===== src/uart_pkg.sv =====
package uart_pkg;

  // Serial line timing
  localparam int unsigned clks_per_bit = 16; // Clock cycles per serial bit
  localparam int unsigned clk_cnt_w    = $clog2(clks_per_bit); // Bit period counter width

  // Counter value at the last cycle of a bit period
  localparam logic [clk_cnt_w-1:0] bit_last = clk_cnt_w'(clks_per_bit - 1);
  // Counter value at the middle of the start bit
  localparam logic [clk_cnt_w-1:0] bit_mid  = clk_cnt_w'((clks_per_bit - 1) / 2);

  // One received 8N1 character
  // frame_err sits above data so the packed layout matches RXDATA bits 8..0
  typedef struct packed {
    logic       frame_err; // Stop bit sampled low
    logic [7:0] data;      // Received byte, LSB first on the line
  } rx_frame_t;

  // Receive FIFO sizing
  localparam int unsigned fifo_depth = 8;                   // Entries
  localparam int unsigned fifo_cnt_w = 4;                   // Holds 0 to fifo_depth
  localparam int unsigned fifo_ptr_w = $clog2(fifo_depth);  // Read and write pointer width

  // Fill count when every entry is taken
  localparam logic [fifo_cnt_w-1:0] fifo_full_cnt = fifo_cnt_w'(fifo_depth);
  // Highest pointer value before wrap
  localparam logic [fifo_ptr_w-1:0] fifo_ptr_last = fifo_ptr_w'(fifo_depth - 1);

endpackage


===== src/axil_pkg.sv =====
package axil_pkg;

  // Bus widths
  localparam int unsigned addr_w = 4;          // Byte address covering four registers
  localparam int unsigned data_w = 32;
  localparam int unsigned strb_w = data_w / 8; // One strobe per byte lane

  // Host to slave
  typedef struct packed {
    logic              awvalid;
    logic [addr_w-1:0] awaddr;
    logic              wvalid;
    logic [data_w-1:0] wdata;
    logic [strb_w-1:0] wstrb;
    logic              bready;
    logic              arvalid;
    logic [addr_w-1:0] araddr;
    logic              rready;
  } axil_req_t;

  // Slave to host
  typedef struct packed {
    logic              awready;
    logic              wready;
    logic              bvalid;
    logic [1:0]        bresp;
    logic              arready;
    logic              rvalid;
    logic [data_w-1:0] rdata;
    logic [1:0]        rresp;
  } axil_rsp_t;

  // Response codes
  localparam logic [1:0] resp_okay   = 2'b00;
  localparam logic [1:0] resp_slverr = 2'b10;

  // Register map
  localparam logic [addr_w-1:0] reg_rxdata = 4'h0; // Read pops one frame
  localparam logic [addr_w-1:0] reg_status = 4'h4; // Fill count and overflow
  localparam logic [addr_w-1:0] reg_ctrl   = 4'h8; // Write only

  // Field positions
  localparam int unsigned rxdata_valid_bit = 31; // Set when RXDATA returned a frame
  localparam int unsigned status_ovf_bit   = 4;  // Sticky overflow just above the count
  localparam int unsigned ctrl_clr_bit     = 0;  // Write 1 clears overflow

endpackage


===== src/uart_rx.sv =====
module uart_rx (
  input  logic                clk,
  input  logic                rst_n,
  input  logic                serial_in,
  output uart_pkg::rx_frame_t frame,
  output logic                frame_valid
);

  typedef enum logic [2:0] {
    st_idle,    // Line high until a falling edge
    st_start,   // Confirm start bit at its middle
    st_data,    // Eight data bits, LSB first
    st_stop,    // Stop bit sample
    st_cleanup  // Wait for line to go high again
  } rx_state_t;

  logic [1:0]                     sync_q;   // Two-flop synchronizer
  logic                           rx_s;     // Synchronized line
  logic [uart_pkg::clk_cnt_w-1:0] clk_cnt;  // Cycles within current bit
  logic [2:0]                     bit_idx;  // Data bit being received
  logic                           bit_done; // Last cycle of a bit period
  logic                           data_smp; // Sample strobe for a data bit
  logic                           stop_smp; // Sample strobe for the stop bit
  rx_state_t                      state;

  assign rx_s     = sync_q[1];
  assign bit_done = (clk_cnt == uart_pkg::bit_last);
  assign data_smp = (state == st_data) && bit_done;
  assign stop_smp = (state == st_stop) && bit_done;

  // Idle line is high, so reset to 1 to avoid a false start
  always_ff @(posedge clk) begin
    if (!rst_n) begin
      sync_q <= 2'b11;
    end else begin
      sync_q <= {sync_q[0], serial_in};
    end
  end

  // Receive FSM
  always_ff @(posedge clk) begin
    if (!rst_n) begin
      state       <= st_idle;
      clk_cnt     <= '0;
      bit_idx     <= '0;
      frame_valid <= 1'b0;
    end else begin
      frame_valid <= 1'b0; // Pulses only on the stop sample
      case (state)
        st_idle: begin
          clk_cnt <= '0;
          bit_idx <= '0;
          if (!rx_s) state <= st_start; // Falling edge seen
        end

        st_start: begin
          if (clk_cnt == uart_pkg::bit_mid) begin
            clk_cnt <= '0;                         // Now aligned to bit centres
            state   <= rx_s ? st_idle : st_data;   // Glitch if line went back high
          end else begin
            clk_cnt <= clk_cnt + 1'b1;
          end
        end

        st_data: begin
          if (bit_done) begin
            clk_cnt <= '0;
            bit_idx <= bit_idx + 1'b1;
            if (bit_idx == 3'd7) state <= st_stop; // Last data bit taken
          end else begin
            clk_cnt <= clk_cnt + 1'b1;
          end
        end

        st_stop: begin
          if (bit_done) begin
            clk_cnt     <= '0;
            frame_valid <= 1'b1;
            state       <= st_cleanup;
          end else begin
            clk_cnt <= clk_cnt + 1'b1;
          end
        end

        // A low stop bit may be a break, so hold off until the line is high
        st_cleanup: if (rx_s) state <= st_idle;

        default: state <= st_idle;
      endcase
    end
  end

  // Frame payload captured at bit centres
  always_ff @(posedge clk) begin
    if (data_smp) frame.data[bit_idx] <= rx_s;
    if (stop_smp) frame.frame_err <= ~rx_s; // Stop must be high
  end

endmodule


===== src/rx_fifo.sv =====
module rx_fifo (
  input  logic                                clk,
  input  logic                                rst_n,
  input  logic                                push,
  input  uart_pkg::rx_frame_t                 push_frame,
  input  logic                                pop,
  output uart_pkg::rx_frame_t                 head,
  output logic [uart_pkg::fifo_cnt_w-1:0]     count,
  output logic                                overflow,
  input  logic                                clr_overflow
);

  uart_pkg::rx_frame_t mem [uart_pkg::fifo_depth]; // Frame storage

  logic [uart_pkg::fifo_ptr_w-1:0] wr_ptr;
  logic [uart_pkg::fifo_ptr_w-1:0] rd_ptr;
  logic                            full;
  logic                            do_push; // Push that actually lands

  // Advance with wrap for any depth
  function automatic logic [uart_pkg::fifo_ptr_w-1:0] ptr_next(
    input logic [uart_pkg::fifo_ptr_w-1:0] ptr
  );
    return (ptr == uart_pkg::fifo_ptr_last) ? '0 : ptr + 1'b1;
  endfunction

  assign full    = (count == uart_pkg::fifo_full_cnt);
  assign do_push = push && !full; // Full FIFO drops the frame
  assign head    = mem[rd_ptr];   // First-word fall-through

  always_ff @(posedge clk) begin
    if (do_push) mem[wr_ptr] <= push_frame;
  end

  always_ff @(posedge clk) begin
    if (!rst_n) begin
      wr_ptr   <= '0;
      rd_ptr   <= '0;
      count    <= '0;
      overflow <= 1'b0;
    end else begin
      if (do_push) wr_ptr <= ptr_next(wr_ptr);
      if (pop)     rd_ptr <= ptr_next(rd_ptr); // Slave only pops when count is nonzero

      // Simultaneous push and pop leave count unchanged
      case ({do_push, pop})
        2'b10:   count <= count + 1'b1;
        2'b01:   count <= count - 1'b1;
        default: count <= count;
      endcase

      // A new drop wins over a clear in the same cycle
      if (push && full) begin
        overflow <= 1'b1;
      end else if (clr_overflow) begin
        overflow <= 1'b0;
      end
    end
  end

endmodule


===== src/axil_rx_regs.sv =====
module axil_rx_regs (
  input  logic                            clk,
  input  logic                            rst_n,
  input  axil_pkg::axil_req_t             req,
  output axil_pkg::axil_rsp_t             rsp,
  input  uart_pkg::rx_frame_t             head,
  input  logic [uart_pkg::fifo_cnt_w-1:0] count,
  input  logic                            overflow,
  output logic                            pop,
  output logic                            clr_overflow
);

  logic                        wr_accept; // AW and W taken together
  logic                        rd_accept;
  logic                        fifo_empty;
  logic [axil_pkg::data_w-1:0] rd_word;   // Decoded read data
  logic [1:0]                  rd_code;
  logic [1:0]                  wr_code;

  // Response registers
  logic                        bvalid_q;
  logic [1:0]                  bresp_q;
  logic                        rvalid_q;
  logic [axil_pkg::data_w-1:0] rdata_q;
  logic [1:0]                  rresp_q;

  assign fifo_empty = (count == '0);
  assign wr_accept  = req.awvalid && req.wvalid && !bvalid_q; // Readies are !bvalid_q
  assign rd_accept  = req.arvalid && !rvalid_q;

  // Read decode
  always_comb begin
    rd_word = '0;
    rd_code = axil_pkg::resp_okay;
    case (req.araddr)
      axil_pkg::reg_rxdata: begin
        if (!fifo_empty) begin
          rd_word[$bits(uart_pkg::rx_frame_t)-1:0] = head; // Byte and frame_err
          rd_word[axil_pkg::rxdata_valid_bit]      = 1'b1;
        end
      end
      axil_pkg::reg_status: begin
        rd_word[uart_pkg::fifo_cnt_w-1:0]     = count;
        rd_word[axil_pkg::status_ovf_bit]     = overflow;
      end
      default: rd_code = axil_pkg::resp_slverr; // Includes CTRL, which is write only
    endcase
  end

  // Only CTRL is writable
  assign wr_code = (req.awaddr == axil_pkg::reg_ctrl) ? axil_pkg::resp_okay
                                                      : axil_pkg::resp_slverr;

  // Side effects happen at acceptance
  assign pop          = rd_accept && (req.araddr == axil_pkg::reg_rxdata) && !fifo_empty;
  assign clr_overflow = wr_accept && (req.awaddr == axil_pkg::reg_ctrl) &&
                        req.wstrb[0] && req.wdata[axil_pkg::ctrl_clr_bit];

  always_ff @(posedge clk) begin
    if (!rst_n) begin
      bvalid_q <= 1'b0;
      rvalid_q <= 1'b0;
    end else begin
      if (wr_accept) begin
        bvalid_q <= 1'b1;
      end else if (req.bready) begin
        bvalid_q <= 1'b0; // Response taken
      end
      if (rd_accept) begin
        rvalid_q <= 1'b1;
      end else if (req.rready) begin
        rvalid_q <= 1'b0;
      end
    end
  end

  // Payload loads only at acceptance, so it holds while the host stalls
  always_ff @(posedge clk) begin
    if (wr_accept) bresp_q <= wr_code;
    if (rd_accept) begin
      rdata_q <= rd_word;
      rresp_q <= rd_code;
    end
  end

  always_comb begin
    rsp.awready = !bvalid_q; // One write outstanding at most
    rsp.wready  = !bvalid_q;
    rsp.bvalid  = bvalid_q;
    rsp.bresp   = bresp_q;
    rsp.arready = !rvalid_q; // One read outstanding at most
    rsp.rvalid  = rvalid_q;
    rsp.rdata   = rdata_q;
    rsp.rresp   = rresp_q;
  end

endmodule


===== src/uart_rx_axil_top.sv =====
module uart_rx_axil_top (
  input  logic                clk,
  input  logic                rst_n,
  input  logic                serial_in,
  input  axil_pkg::axil_req_t axil_req,
  output axil_pkg::axil_rsp_t axil_rsp
);

  // Receiver to FIFO
  uart_pkg::rx_frame_t frame;
  logic                frame_valid; // One-cycle pulse without ready

  // FIFO to register slave
  uart_pkg::rx_frame_t                 head;
  logic [uart_pkg::fifo_cnt_w-1:0]     count;
  logic                                overflow;
  logic                                pop;
  logic                                clr_overflow;

  uart_rx i_uart_rx (
    .clk         (clk),
    .rst_n       (rst_n),
    .serial_in   (serial_in),
    .frame       (frame),
    .frame_valid (frame_valid)
  );

  rx_fifo i_rx_fifo (
    .clk          (clk),
    .rst_n        (rst_n),
    .push         (frame_valid),
    .push_frame   (frame),
    .pop          (pop),
    .head         (head),
    .count        (count),
    .overflow     (overflow),
    .clr_overflow (clr_overflow)
  );

  axil_rx_regs i_axil_rx_regs (
    .clk          (clk),
    .rst_n        (rst_n),
    .req          (axil_req),
    .rsp          (axil_rsp),
    .head         (head),
    .count        (count),
    .overflow     (overflow),
    .pop          (pop),
    .clr_overflow (clr_overflow)
  );

endmodule


===== config.mk =====
export PLATFORM = sky130hd
export DESIGN_NAME = uart_rx_axil_top
export DESIGN_NICKNAME = d
export VERILOG_FILES = /design/src/uart_pkg.sv /design/src/axil_pkg.sv /design/src/uart_rx.sv /design/src/rx_fifo.sv /design/src/axil_rx_regs.sv /design/src/uart_rx_axil_top.sv
export SDC_FILE = /design/constraint.sdc
export NUM_CORES = 1
export LEC_CHECK = 0
export BUFFER_PORTS_ARGS = -buffer_cell sky130_fd_sc_hd__buf_4
export CAP_MARGIN = 20
export CORE_MARGIN = 10
export CORE_UTILIZATION = 40
export DETAILED_ROUTE_END_ITERATION = 6
export HOLD_SLACK_MARGIN = 0.12
export REMOVE_ABC_BUFFERS = 1
export SYNTH_ARGS = -nofsm -noshare
export SYNTH_HDL_FRONTEND = slang
export SYNTH_SLANG_ARGS = --single-unit

===== constraint.sdc =====
create_clock -name clk -period 3 [get_ports clk]
set_input_delay 0.3 -clock clk [delete_from_list [all_inputs] [get_ports clk]]
set_output_delay 0.3 -clock clk [all_outputs]
set_load 0.01 [all_outputs]

Word-level counts from Yosys, hierarchy flattened. Memories as Yosys holds them, arrays and structs flattened. A register that Yosys moved wholly into a read port is not among the register bits. Cells that the tools add are included.

Register bits after elaboration: 49. RAM bits: 72. Input port bits: 52. Output and inout bits: 41. Word-level logic and storage cells: 116. Memories: 1.

Add/sub/neg operators: 6. $lt $le $gt $ge: 2. Equality and inequality tests: 20. Mux-type cells: 35. Bitwise gates (word level): 2. Reduce and logical (&&, ||, !) cells: 32.

Memories: i_rx_fifo.mem (depth 8, bits a word 9, read ports 1, clocked after Yosys merged registers in 1, write ports 1, line rx_fifo.sv:13) `uart_pkg::rx_frame_t mem [uart_pkg::fifo_depth];`.

Operators with widths (number): $mux 3 (11); $pmux 3 s5 (1); $logic_and 1x1->1 (13); $eq 3x3->1 const B (4); $eq 4x4->1 const B (3); $pmux 4 s3 (1); $mux 1 (11); $pmux 5 s2 (1); $reduce_bool 2->1 (5); $add 3x1->3 const B (3); $add 4x1->4 const B (2); $bwmux 8 (1); $eq 4x3->1 const B (2); $logic_not 4->1 (2); $mux 4 (2); $ne 2x1->1 const B (4); $pmux 4 s2 (1); $eq 3x2->1 const B (2); $mux 2 (3); $pmux 3 s2 (1); $reduce_and 6->1 (1); $reduce_or 2->1 (3); $mux 5 (1); $logic_not 1->1 (4); other kinds (12) (15).

Longest topological paths before layout. Gate-level depths: netlist (run 1).

Depth after elaboration: 7. Gate-level depth with buffers: 12. Mapped depth without buffers: 12.

Hierarchy. Synthesis (run 1) repeated with hierarchy kept, for this count alone.

Cell total of the unflattened synthesis: 354. Area total of the unflattened synthesis: 5313.8 um2.

By module, submodules not included: rx_fifo (instances 1, cells each 180, area an instance 3508.4 um2, sequential area each 2442.3 um2); uart_rx (instances 1, cells each 99, area an instance 977.2 um2, sequential area each 530.5 um2); axil_rx_regs (instances 1, cells each 75, area an instance 828.3 um2, sequential area each 400.4 um2).

Worst setup path before layout (run 1). OpenSTA, ideal clock, no wires.

Kind: reg2reg. Start point: register i_rx_fifo.count[1] (netlist name). End point: register i_rx_fifo.count[2] (netlist name). Setup time: 0.076 ns. Arrival time: 2.400 ns. Required time: 2.924 ns. Setup slack: 0.525 ns. Cell stages (with the launch flop): 12. Path buffers: 1. Clock period less this slack: 2.475 ns. Cells stage by stage: dfxtp_1 > buf_4 > or4_4 > nand3_2 > inv_1 > ha_1 > xor2_1 > ha_1 > a21oi_1 > xor2_1 > or3_2 > a21boi_0.

Cells in the longest elaborated chain, start to end: 5. Elaborated cells between the ends (all ways): 12. Those cells by class: 2 x add/sub; 3 x eq/ne; 1 x mux; 6 x reduce/logical.

Ends and longest elaborated chain: from (decl) (line rx_fifo.sv:8) `output logic [uart_pkg::fifo_cnt_w-1:0] count,`; from (signal assigned) (line rx_fifo.sv:47) `2'b10: count <= count + 1'b1;`; from (signal assigned) (line rx_fifo.sv:48) `2'b01: count <= count - 1'b1;`; from (signal assigned) (line rx_fifo.sv:49) `default: count <= count;`; $eq 4x4->1 or $logic_not 4->1 (tied branches) (line rx_fifo.sv:27, axil_rx_regs.sv:27); $logic_not 1->1 (on tied branches); $logic_and 1x1->1 (on tied branches) (line rx_fifo.sv:28, axil_rx_regs.sv:55); $eq 2x1->1 or $eq 2x2->1 (tied branches) (line rx_fifo.sv:46) `case ({do_push, pop})`; $pmux 4 s2 or $reduce_bool 2->1 (tied branches).

Parallel ways exist; a longest one is shown, timed or not. A chain may end at the register's enable or synchronous reset.

Worst setup path after layout (run 1). Ends and elaborated chain as after synthesis.

==> results.tsv, run 1 <==
metric	value	unit
ant_nets	0	
final.setup.tns	0	ps
grt_pass1_vias	3012	
cp_data_arrival_time	2940	ps
critical_path_class	reg -> reg	
fin_crit_sh	0.8704	
dp_cells	553	
tightest_slew	901.1	ps
syn_inst	352	
yosysWarningCount	0	
track_usage	0.1109	
clock_sinks	122	
area_growth	19.24	%
syn-cell-area	5171	µm²
dp_slack	382.6	ps
switching_share	0.1819	
clockBufferDepth	2	
clkPwrFrac	0.522	
period_needed	2611	ps
antenna_found_initial	0	
postPlaceCellArea	5540	µm²
yosys_most_used_dff	edfxtp_1	
postCtsHoldBufs	1	
hold_start	axil_req[46]	
finalPower	3.976	mW
pwr-share-comb	0.021	
insertion_delay	410	ps
p_leak	2.205	nW
cts_buffers	17	
grt_pass1_wl	15330	µm
drv_slew	0	
drv_cap	0	
whs	189.5	ps
cp_max_fo	9	
drive_above_1_share	0.2440	
worstReg2RegEnd	i_rx_fifo.count[2]$_SDFFE_PN0P_	
final_cell_area	6166	µm²
initial_core_util	0.4098	
cts_tree	yes	
rr_worst_depth	10	
skew	5.333	ps
vias	2841	
finalWorstSetupSlack	388.8	ps
drc	0	
port_buffers	34	
grt.overflow.total	0	
synth-seq-cells	122	
avgViaCountPerCell	4.848	
cts-root-buf	clkbuf_16	
seqPwrFrac	0.457	
cts-resized-gates	0	
fp.dieW	133.7	µm
whs_endpoint	i_axil_rx_regs.bresp_q[1]$_DFFE_PP_	
ir_drop	0.0003886	V
p_int	3.252	mW
endpoint_kind	flip-flop	
synth_edf_count	93	
die_h	133.7	µm
dieArea	17880	µm²
final_net_count	463	
hpwl	6344	µm
place_congestion	0.7555	
switching_power	0.7234	mW
rows	41	
ys_async_sr_fraction	0	
syn_area_per_cell	14.69	µm²
final_cells	586	
status	finished, final reports clean	
power_density	644.8	nW/µm²
whs_path_depth	2	
num-fill-cells	1115	
rsz0062_at_grt	no	
routed_wl	9490	µm
final_cell_mix	edfxtp_1 (93), buf_4 (46), dfxtp_1 (29)	
timing.fmax	383.0	MHz
ys_seq_area_frac	0.6523	
post_cts_buffers	0	
relSlewSlack	0.3985	
hp-class	in -> reg	
final_util	0.4886	
layout_commonest_cell	edfxtp_1	
pin_count	93	
reg2reg_from	i_rx_fifo.count[1]$_SDFFE_PN0P_	
cp-start-kind	flip-flop	
core_area	12620	µm²
diodes	0	
path_clk_slew	50	ps
rrSetupSlack	390	ps
cts_max_level	4	
drt_iter0_drc	182	
grt_max_degree	30	
required	3330	ps
setup_viol	0	
netlist-cell-type-count	46	
final-hold-violation-count	0	
routedWlPerCell	16.19	µm
first_pass_iters	4	
## area by class of cell
cell class,count,area (µm²),area share
Sequential cell,122,3373,0.5471
Multi-Input combinational cell,204,1573,0.2551
Clock buffer,23,498.0,0.08076
Timing Repair Buffer,47,355.3,0.05763
Tap cell,172,215.2,0.03490
Clock inverter,9,117.6,0.01907
Inverter,9,33.78,0.005479
## critical path, stage by stage, from the launching register on
cell      delay (ps)
dfxtp_1          390
or4_4            530
nand3_2          150
inv_1             80
ha_1             240
xor2_1           160
ha_1             180
a21oi_1          140
xor2_1            90
or3_2            400
a21boi_0         160
## flip-flops by register name, summed over array words and instances (netlist names), named ones only
name,count
i_rx_fifo.mem,72
i_rx_fifo.wr_ptr,3
i_axil_rx_regs.rvalid_q,1
i_rx_fifo.overflow,1
i_rx_fifo.count,4
i_uart_rx.sync_q,2
i_uart_rx.frame,9
i_rx_fifo.rd_ptr,3
i_axil_rx_regs.rresp_q,1
i_axil_rx_regs.bresp_q,1
i_axil_rx_regs.bvalid_q,1
i_uart_rx.state,3
i_axil_rx_regs.rdata_q,10
i_uart_rx.clk_cnt,4
i_uart_rx.frame_valid,1
i_uart_rx.bit_idx,3
## power by group through the flow
stage / Combinational (mW) / Sequential [mW] / Clock, mW
after detailed placement: 0.0836 / 1.85 / 0
final: 0.0851 / 1.82 / 2.07
after global routing: 0.0951 / 1.82 / 2.20
after floorplan: 0.0317 / 1.85 / 0
after CTS: 0.0849 / 1.82 / 2.12
after global placement: 0.0821 / 1.85 / 0
## cells in the mapped netlist (all sizes together), types with 9 or more instances
master | number | area (µm²)
nand3 | 9 | 50.05
mux4 | 18 | 405.4
edfxtp | 93 | 2793
buf | 34 | 255.2
nor3 | 10 | 55.05
inv | 9 | 33.78
nand2 | 24 | 90.09
nor2 | 14 | 52.55
mux2i | 15 | 150.1
ha | 10 | 125.1
o21ai | 14 | 70.07
dfxtp | 29 | 580.6
## routing by layer
metal	vias to the layer above	global-route usage	share of wire	wire [µm]
met5	-	0	0	0
met3	12	0.04248	0.050	473
li1	1374	-	-	-
met1	1384	0.1279	0.45	4249
met4	0	0.04353	0.012	114
met2	71	0.1823	0.49	4651
## kinds of logic after synthesis
logic type | synth area share
AO/OA/AOI/OAI | 0.04476
multiplexers | 0.1096
XOR/XNOR | 0.005082
buffers and inverters | 0.06025
adder cells (fa/ha/maj) | 0.02420
flip-flops | 0.6523
AND/OR/NAND/NOR | 0.1031
other | 0.0007252
## worst max-delay path by stage
stage / cells past startpoint / slack (ps) / endpoint / startpoint
after CTS: 10 / 370 / i_rx_fifo.count[2]$_SDFFE_PN0P_ / i_rx_fifo.count[1]$_SDFFE_PN0P_
after global routing: 10 / 220 / i_rx_fifo.count[2]$_SDFFE_PN0P_ / i_rx_fifo.count[1]$_SDFFE_PN0P_
final: 10 / 390 / i_rx_fifo.count[2]$_SDFFE_PN0P_ / i_rx_fifo.count[1]$_SDFFE_PN0P_
after floorplan: 10 / 560 / i_rx_fifo.count[2]$_SDFFE_PN0P_ / i_rx_fifo.count[0]$_SDFFE_PN0P_
after detailed placement: 10 / 380 / i_rx_fifo.count[2]$_SDFFE_PN0P_ / i_rx_fifo.count[1]$_SDFFE_PN0P_
after global placement: 10 / 420 / i_rx_fifo.count[2]$_SDFFE_PN0P_ / i_rx_fifo.count[1]$_SDFFE_PN0P_
(Power assumes the default switching activity.)
==> run 2, diff against run 1 <==
==> constraint.sdc (replaced) <==
create_clock -name clk -period 2.35 [get_ports clk]
set_input_delay 0.47 -clock clk [delete_from_list [all_inputs] [get_ports clk]]
set_output_delay 0.47 -clock clk [all_outputs]
set_load 0.01 [all_outputs]
==> results.tsv, run 2 (synthesis gave the netlist of run 1 again) <==
metric	value	unit	change
status	finished, final reports clean		
cts-root-buf	clkbuf_16		
whs_endpoint	i_uart_rx.sync_q[0]$_SDFF_PN1_		
finalWorstSetupSlack	113.8	ps	-275.0 ps
regMostFlops	i_rx_fifo.mem		
grt.overflow.total	0		unchanged
period_needed	2236	ps	-375.0 ps
required	2680	ps	-650 ps
dp_slack	-192.4	ps	-575.0 ps
fin_crit_sh	0.9516		+0.08117
dieArea	17880	µm²	unchanged
final_net_count	473		+2.2%
routed_wl	9553	µm	+0.66%
core_area	12620	µm²	unchanged
routedWlPerCell	16.03	µm	-1.0%
clock_sinks	122		unchanged
antenna_found_initial	0		unchanged
seq_area	3376	µm²	about the same
num-fill-cells	1108		-0.63%
hpwl	6451	µm	+1.7%
insertion_delay	410	ps	about the same
rrSetupSlack	110	ps	-280 ps
ant_nets	0		unchanged
drv_slew	0		unchanged
die_h	133.7	µm	unchanged
skew	5.463	ps	+0.1307 ps
critical_path_class	reg -> reg		
initial_core_util	0.4098		unchanged
diodes	0		unchanged
ir_drop	0.0005544	V	+43%
area_growth	22.02	%	
grt_max_degree	30		unchanged
tightest_slew	660.2	ps	-240.9 ps
final-hold-violation-count	0		unchanged
hold_start	serial_in		
endpoint_kind	flip-flop		
port_buffers	34		unchanged
grt_pass1_vias	3026		+0.46%
pin_count	93		unchanged
cts_tree	yes		
relSlewSlack	0.5593		+0.1608
cp_max_fo	2		-7
cts_max_level	4		unchanged
cts_buffers	17		unchanged
final_cells	596		+1.7%
largest_register_ffs	72		unchanged
drt_iter0_drc	166		-8.8%
postPlaceCellArea	5635	µm²	+1.7%
p_leak	2.246	nW	+1.8%
whs_path_depth	2		unchanged
final.setup.tns	0	ps	unchanged
top_regs	i_rx_fifo.mem (72), i_axil_rx_regs.rdata_q (10), i_uart_rx.frame (9)		
rows	41		unchanged
final_cell_mix	edfxtp_1 (93), buf_4 (56), dfxtp_1 (27)		
cp_data_arrival_time	2570	ps	-370 ps
drv_cap	0		unchanged
rr_worst_depth	10		unchanged
rsz0062_at_grt	no		
first_pass_iters	5		+1
final_cell_area	6310	µm²	+2.3%
timing.fmax	447.2	MHz	+17%
multi_input_area	1619	µm²	+2.9%
dp_cells	564		+2.0%
path_clk_slew	60	ps	about the same
post_cts_buffers	0		unchanged
clockBufferDepth	2		unchanged
setup_viol	0		unchanged
grt_pass1_wl	15470	µm	+0.90%
hp-class	in -> reg		
drive_above_1_share	0.2901		+0.04613
drc	0		unchanged
layout_commonest_cell	edfxtp_1		
vias	2869		+0.99%
fp.dieW	133.7	µm	unchanged
worstReg2RegEnd	i_rx_fifo.count[2]$_SDFFE_PN0P_		
power_density	813.0	nW/µm²	+26%
cp-start-kind	flip-flop		
place_congestion	0.7186		-4.9%
finalPower	5.130	mW	+29%
track_usage	0.1121		+0.001149
reg2reg_from	i_rx_fifo.count[3]$_SDFFE_PN0P_		
avgViaCountPerCell	4.814		-0.71%
[run 2: cell types whose count changed in the layout (fill, tap and decap cells not counted), sizes merged]
cell	delta
buf	+11
bufinv	+1
clkbuf	-5
clkinv	-1
clkinvlp	+3
dlygate4sd3	-1
inv	+2
[run 2: through the flow]
stage,hold WS [ps],util
after floorplan,386.3,-
after global placement,392.8,0.4466
after detailed placement,405.7,0.4466
after CTS,227.3,0.4983
after global routing,257.9,0.5000
final,246.6,0.5000
[run 2: worst max-delay path, stage by stage (launching register included)]
cell and delay (ps):
dfxtp_2 320, or4_4 560, nand3_4 90, inv_2 50, ha_4 160, xor2_2 140
ha_2 180, a21oi_2 110, xor2_1 90, or3_4 320, a21boi_1 140
[run 2: routing by layer]
| layer | GRT usage | up-vias | part of all wire |
|---|---|---|---|
| met5 | 0 | - | 0 |
| met2 | 0.1847 | 76 | 0.49 |
| met1 | 0.1282 | 1387 | 0.45 |
| met4 | 0.04897 | 0 | 0.015 |
| met3 | 0.04060 | 12 | 0.044 |
| li1 | - | 1394 | - |
[run 2: power by group]
part	leakage, nW	internal [mW]	switching [mW]	total [mW]
registers	1.08	2.31	0.00730	2.32
logic	0.870	0.0476	0.0604	0.108
clock network	0.297	1.78	0.926	2.70
total	2.25	4.14	0.993	5.13
[run 2: worst max-delay path by stage]
stage                                                from                         endpoint  slack [ps]
after floorplan           i_rx_fifo.count[0]$_SDFFE_PN0P_  i_rx_fifo.count[2]$_SDFFE_PN0P_         -90
after global placement                        axil_req[3]  i_rx_fifo.count[2]$_SDFFE_PN0P_        -140
after detailed placement                      axil_req[3]  i_rx_fifo.count[2]$_SDFFE_PN0P_        -190
after CTS                 i_rx_fifo.count[2]$_SDFFE_PN0P_  i_rx_fifo.count[2]$_SDFFE_PN0P_           8
after global routing      i_rx_fifo.count[1]$_SDFFE_PN0P_  i_rx_fifo.count[3]$_SDFFE_PN0P_           1
final                     i_rx_fifo.count[3]$_SDFFE_PN0P_  i_rx_fifo.count[2]$_SDFFE_PN0P_         110
[run 2: area by class of cell]
class                      count  area share
inverter                       9    0.005354
clock buffer                  18     0.06802
clock inverter                14     0.03113
timing repair buffer          57     0.06980
sequential                   122      0.5350
multi-input combinational    204      0.2566
tap                          172     0.03411
[run 2: repair_timing]
action	CTS	global route
hold buffers	0	0
pin swaps	5	5
setup endpoints to repair	1	2
resized for setup	8	6
==> run 3, diff against run 2 <==
--- a/config.mk
+++ b/config.mk
@@ -7,6 +7,7 @@
 export LEC_CHECK = 0
 export BUFFER_PORTS_ARGS = -buffer_cell sky130_fd_sc_hd__buf_4
 export CAP_MARGIN = 20
+export CORE_ASPECT_RATIO = 0.75
 export CORE_MARGIN = 10
 export CORE_UTILIZATION = 40
 export DETAILED_ROUTE_END_ITERATION = 6
==> results.tsv, run 3 (synthesis gave the netlist of run 1 again) <==
metric	value	unit	change
status	finished, final reports clean		
initial_core_util	0.4143		+0.004560
drc	0		unchanged
final_util	0.4994		-0.0005510
hold_start	serial_in		
dp_cells	557		-1.2%
post_cts_buffers	0		unchanged
area_growth	20.54	%	
diodes	0		unchanged
endpoint_kind	flip-flop		
vias	2861		-0.28%
avgViaCountPerCell	4.857		+0.91%
layout_commonest_cell	edfxtp_1		
path_clk_slew	50	ps	about the same
clockBufferDepth	2		unchanged
worstReg2RegEnd	i_rx_fifo.count[2]$_SDFFE_PN0P_		
grt_max_degree	30		unchanged
drv_slew	0		unchanged
clock_sinks	122		unchanged
regMostFlops	i_rx_fifo.mem		
wl_met1	4648	µm	+8.1%
first_pass_iters	4		-1
antenna_found_initial	0		unchanged
period_needed	2271	ps	+35.04 ps
die_h	118.5	µm	-11%
setup_viol	0		unchanged
final_net_count	472		-0.21%
tightest_slew	500.9	ps	-159.3 ps
cp_max_fo	2		unchanged
switching_share	0.1972		+0.003600
whs_endpoint	i_uart_rx.sync_q[0]$_SDFF_PN1_		
insertion_delay	410	ps	about the same
critical_path_class	reg -> reg		
cp_data_arrival_time	2610	ps	+40 ps
core_area	12480	µm²	-1.1%
port_buffers	34		unchanged
seqPwrFrac	0.476		+0.024
grt_pass1_wl	15650	µm	+1.2%
top_layer	met4		
final_cell_mix	edfxtp_1 (93), buf_4 (55), dfxtp_1 (28)		
relSlewSlack	0.6656		+0.1063
final_cells	589		-1.2%
cts_tree	yes		
p_leak	2.227	nW	-0.84%
reg2reg_from	i_rx_fifo.count[2]$_SDFFE_PN0P_		
rsz0062_at_grt	yes		
num-fill-cells	1084		-2.2%
drt_iter0_drc	157		-5.4%
largest_register_ffs	72		unchanged
final-hold-violation-count	0		unchanged
rrSetupSlack	80	ps	-40 ps
dieArea	17920	µm²	+0.27%
cts_buffers	17		unchanged
place_congestion	0.7374		+2.6%
skew	9.259	ps	+3.796 ps
routedWlPerCell	16.84	µm	+5.1%
fin_crit_sh	0.9665		+0.01491
routed_wl	9919	µm	+3.8%
ir_drop	0.0005019	V	-9.5%
timing.fmax	440.3	MHz	-1.5%
top_regs	i_rx_fifo.mem (72), i_axil_rx_regs.rdata_q (10), i_uart_rx.frame (9)		
hp-class	in -> reg		
fp.dieW	151.3	µm	+13%
required	2690	ps	about the same
startpoint	i_rx_fifo.count[2]$_SDFFE_PN0P_		
rows	35		-15%
clkPwrFrac	0.502		-0.025
ant_nets	0		unchanged
drive_above_1_share	0.2861		-0.004042
p_int	3.910	mW	-5.5%
grt.overflow.total	0		unchanged
dr_wl_met3	623	µm	+49%
pin_count	93		unchanged
met2WireLength	4563	µm	-2.6%
cts-root-buf	clkbuf_16		
track_usage	0.1149		+0.002839
cp-start-kind	flip-flop		
whs_path_depth	2		unchanged
rr_worst_depth	10		unchanged
hpwl	6514	µm	+0.97%
cts_max_level	4		unchanged
switching_power	0.9606	mW	-3.3%
pwr-share-comb	0.022		about the same
grt_pass1_vias	2920		-3.5%
drv_cap	0		unchanged
power_density	781.4	nW/µm²	-3.9%
run 3: cell types whose count changed in the layout (fill, tap and decap cells not counted), sizes merged:
cell	change
inv	-1
clkinv	+1
clkinvlp	-1
buf	-1
clkbuf	+5
bufinv	-4
run 3: routing by layer:
| layer | track usage | vias up |
|---|---|---|
| met1 | 0.1521 | 1396 |
| met4 | 0.03962 | 0 |
| met5 | 0 | - |
| met3 | 0.04346 | 7 |
| li1 | - | 1387 |
| met2 | 0.1684 | 71 |
run 3: what timing repair did:
action,CTS,global route
gates resized for setup,5,7
pin swaps,2,3
endpoints found under the setup margin,1,2
hold buffers,0,0
cloned,0,0
run 3: layout make-up:
cell class	count	area [µm²]	share of cell area
clock buffer	23	520.5	0.08350
multi-input combinational	204	1605	0.2575
tap	166	207.7	0.03332
timing repair buffer	56	432.9	0.06945
clock inverter	9	58.81	0.009434
inverter	9	33.78	0.005420
sequential	122	3374	0.5413
run 3: worst max-delay path, stage by stage, from the launching register on:
cell,delay (ps)
dfxtp_1,310
or4_4,560
nand3_4,80
inv_2,50
ha_2,170
xor2_1,170
ha_2,210
a21oi_2,40
xor2_1,150
or3_4,340
a21boi_2,140
run 3: how the worst max path moves through the flow:
stage | to | slack [ps] | depth (start not counted)
floorplan | i_rx_fifo.count[2]$_SDFFE_PN0P_ | -90 | 10
global placement | i_rx_fifo.count[2]$_SDFFE_PN0P_ | -180 | 11
detailed placement | i_rx_fifo.count[2]$_SDFFE_PN0P_ | -230 | 11
CTS | i_rx_fifo.count[2]$_SDFFE_PN0P_ | 20 | 10
global route | i_rx_fifo.count[2]$_SDFFE_PN0P_ | -30 | 10
finish | i_rx_fifo.count[2]$_SDFFE_PN0P_ | 80 | 10
run 3: stage by stage:
| stage | worst slack, ps | instance area [µm²] | TNS [ps] | power [mW] | hold WS (ps) |
|---|---|---|---|---|---|
| after detailed placement | -226.7 | 5620 | -231.2 | 2.468 | 396.5 |
| after floorplan | -94.69 | 4980 | -94.69 | 2.407 | 386.3 |
| final | 78.80 | 6233 | 0 | 4.871 | 252.0 |
| after CTS | 18.80 | 6207 | 0 | 4.916 | 237.9 |
| after global placement | -176.8 | 5620 | -176.8 | 2.467 | 395.5 |
| after global routing | -28.92 | 6233 | -28.92 | 5.045 | 247.1 |
run 3: power by group through the flow:
stage | registers [mW] | logic [mW] | clock network, mW
global route | 2.32 | 0.120 | 2.61
finish | 2.32 | 0.108 | 2.45
global placement | 2.36 | 0.105 | 0
CTS | 2.32 | 0.107 | 2.49
detailed placement | 2.36 | 0.106 | 0
floorplan | 2.37 | 0.0404 | 0
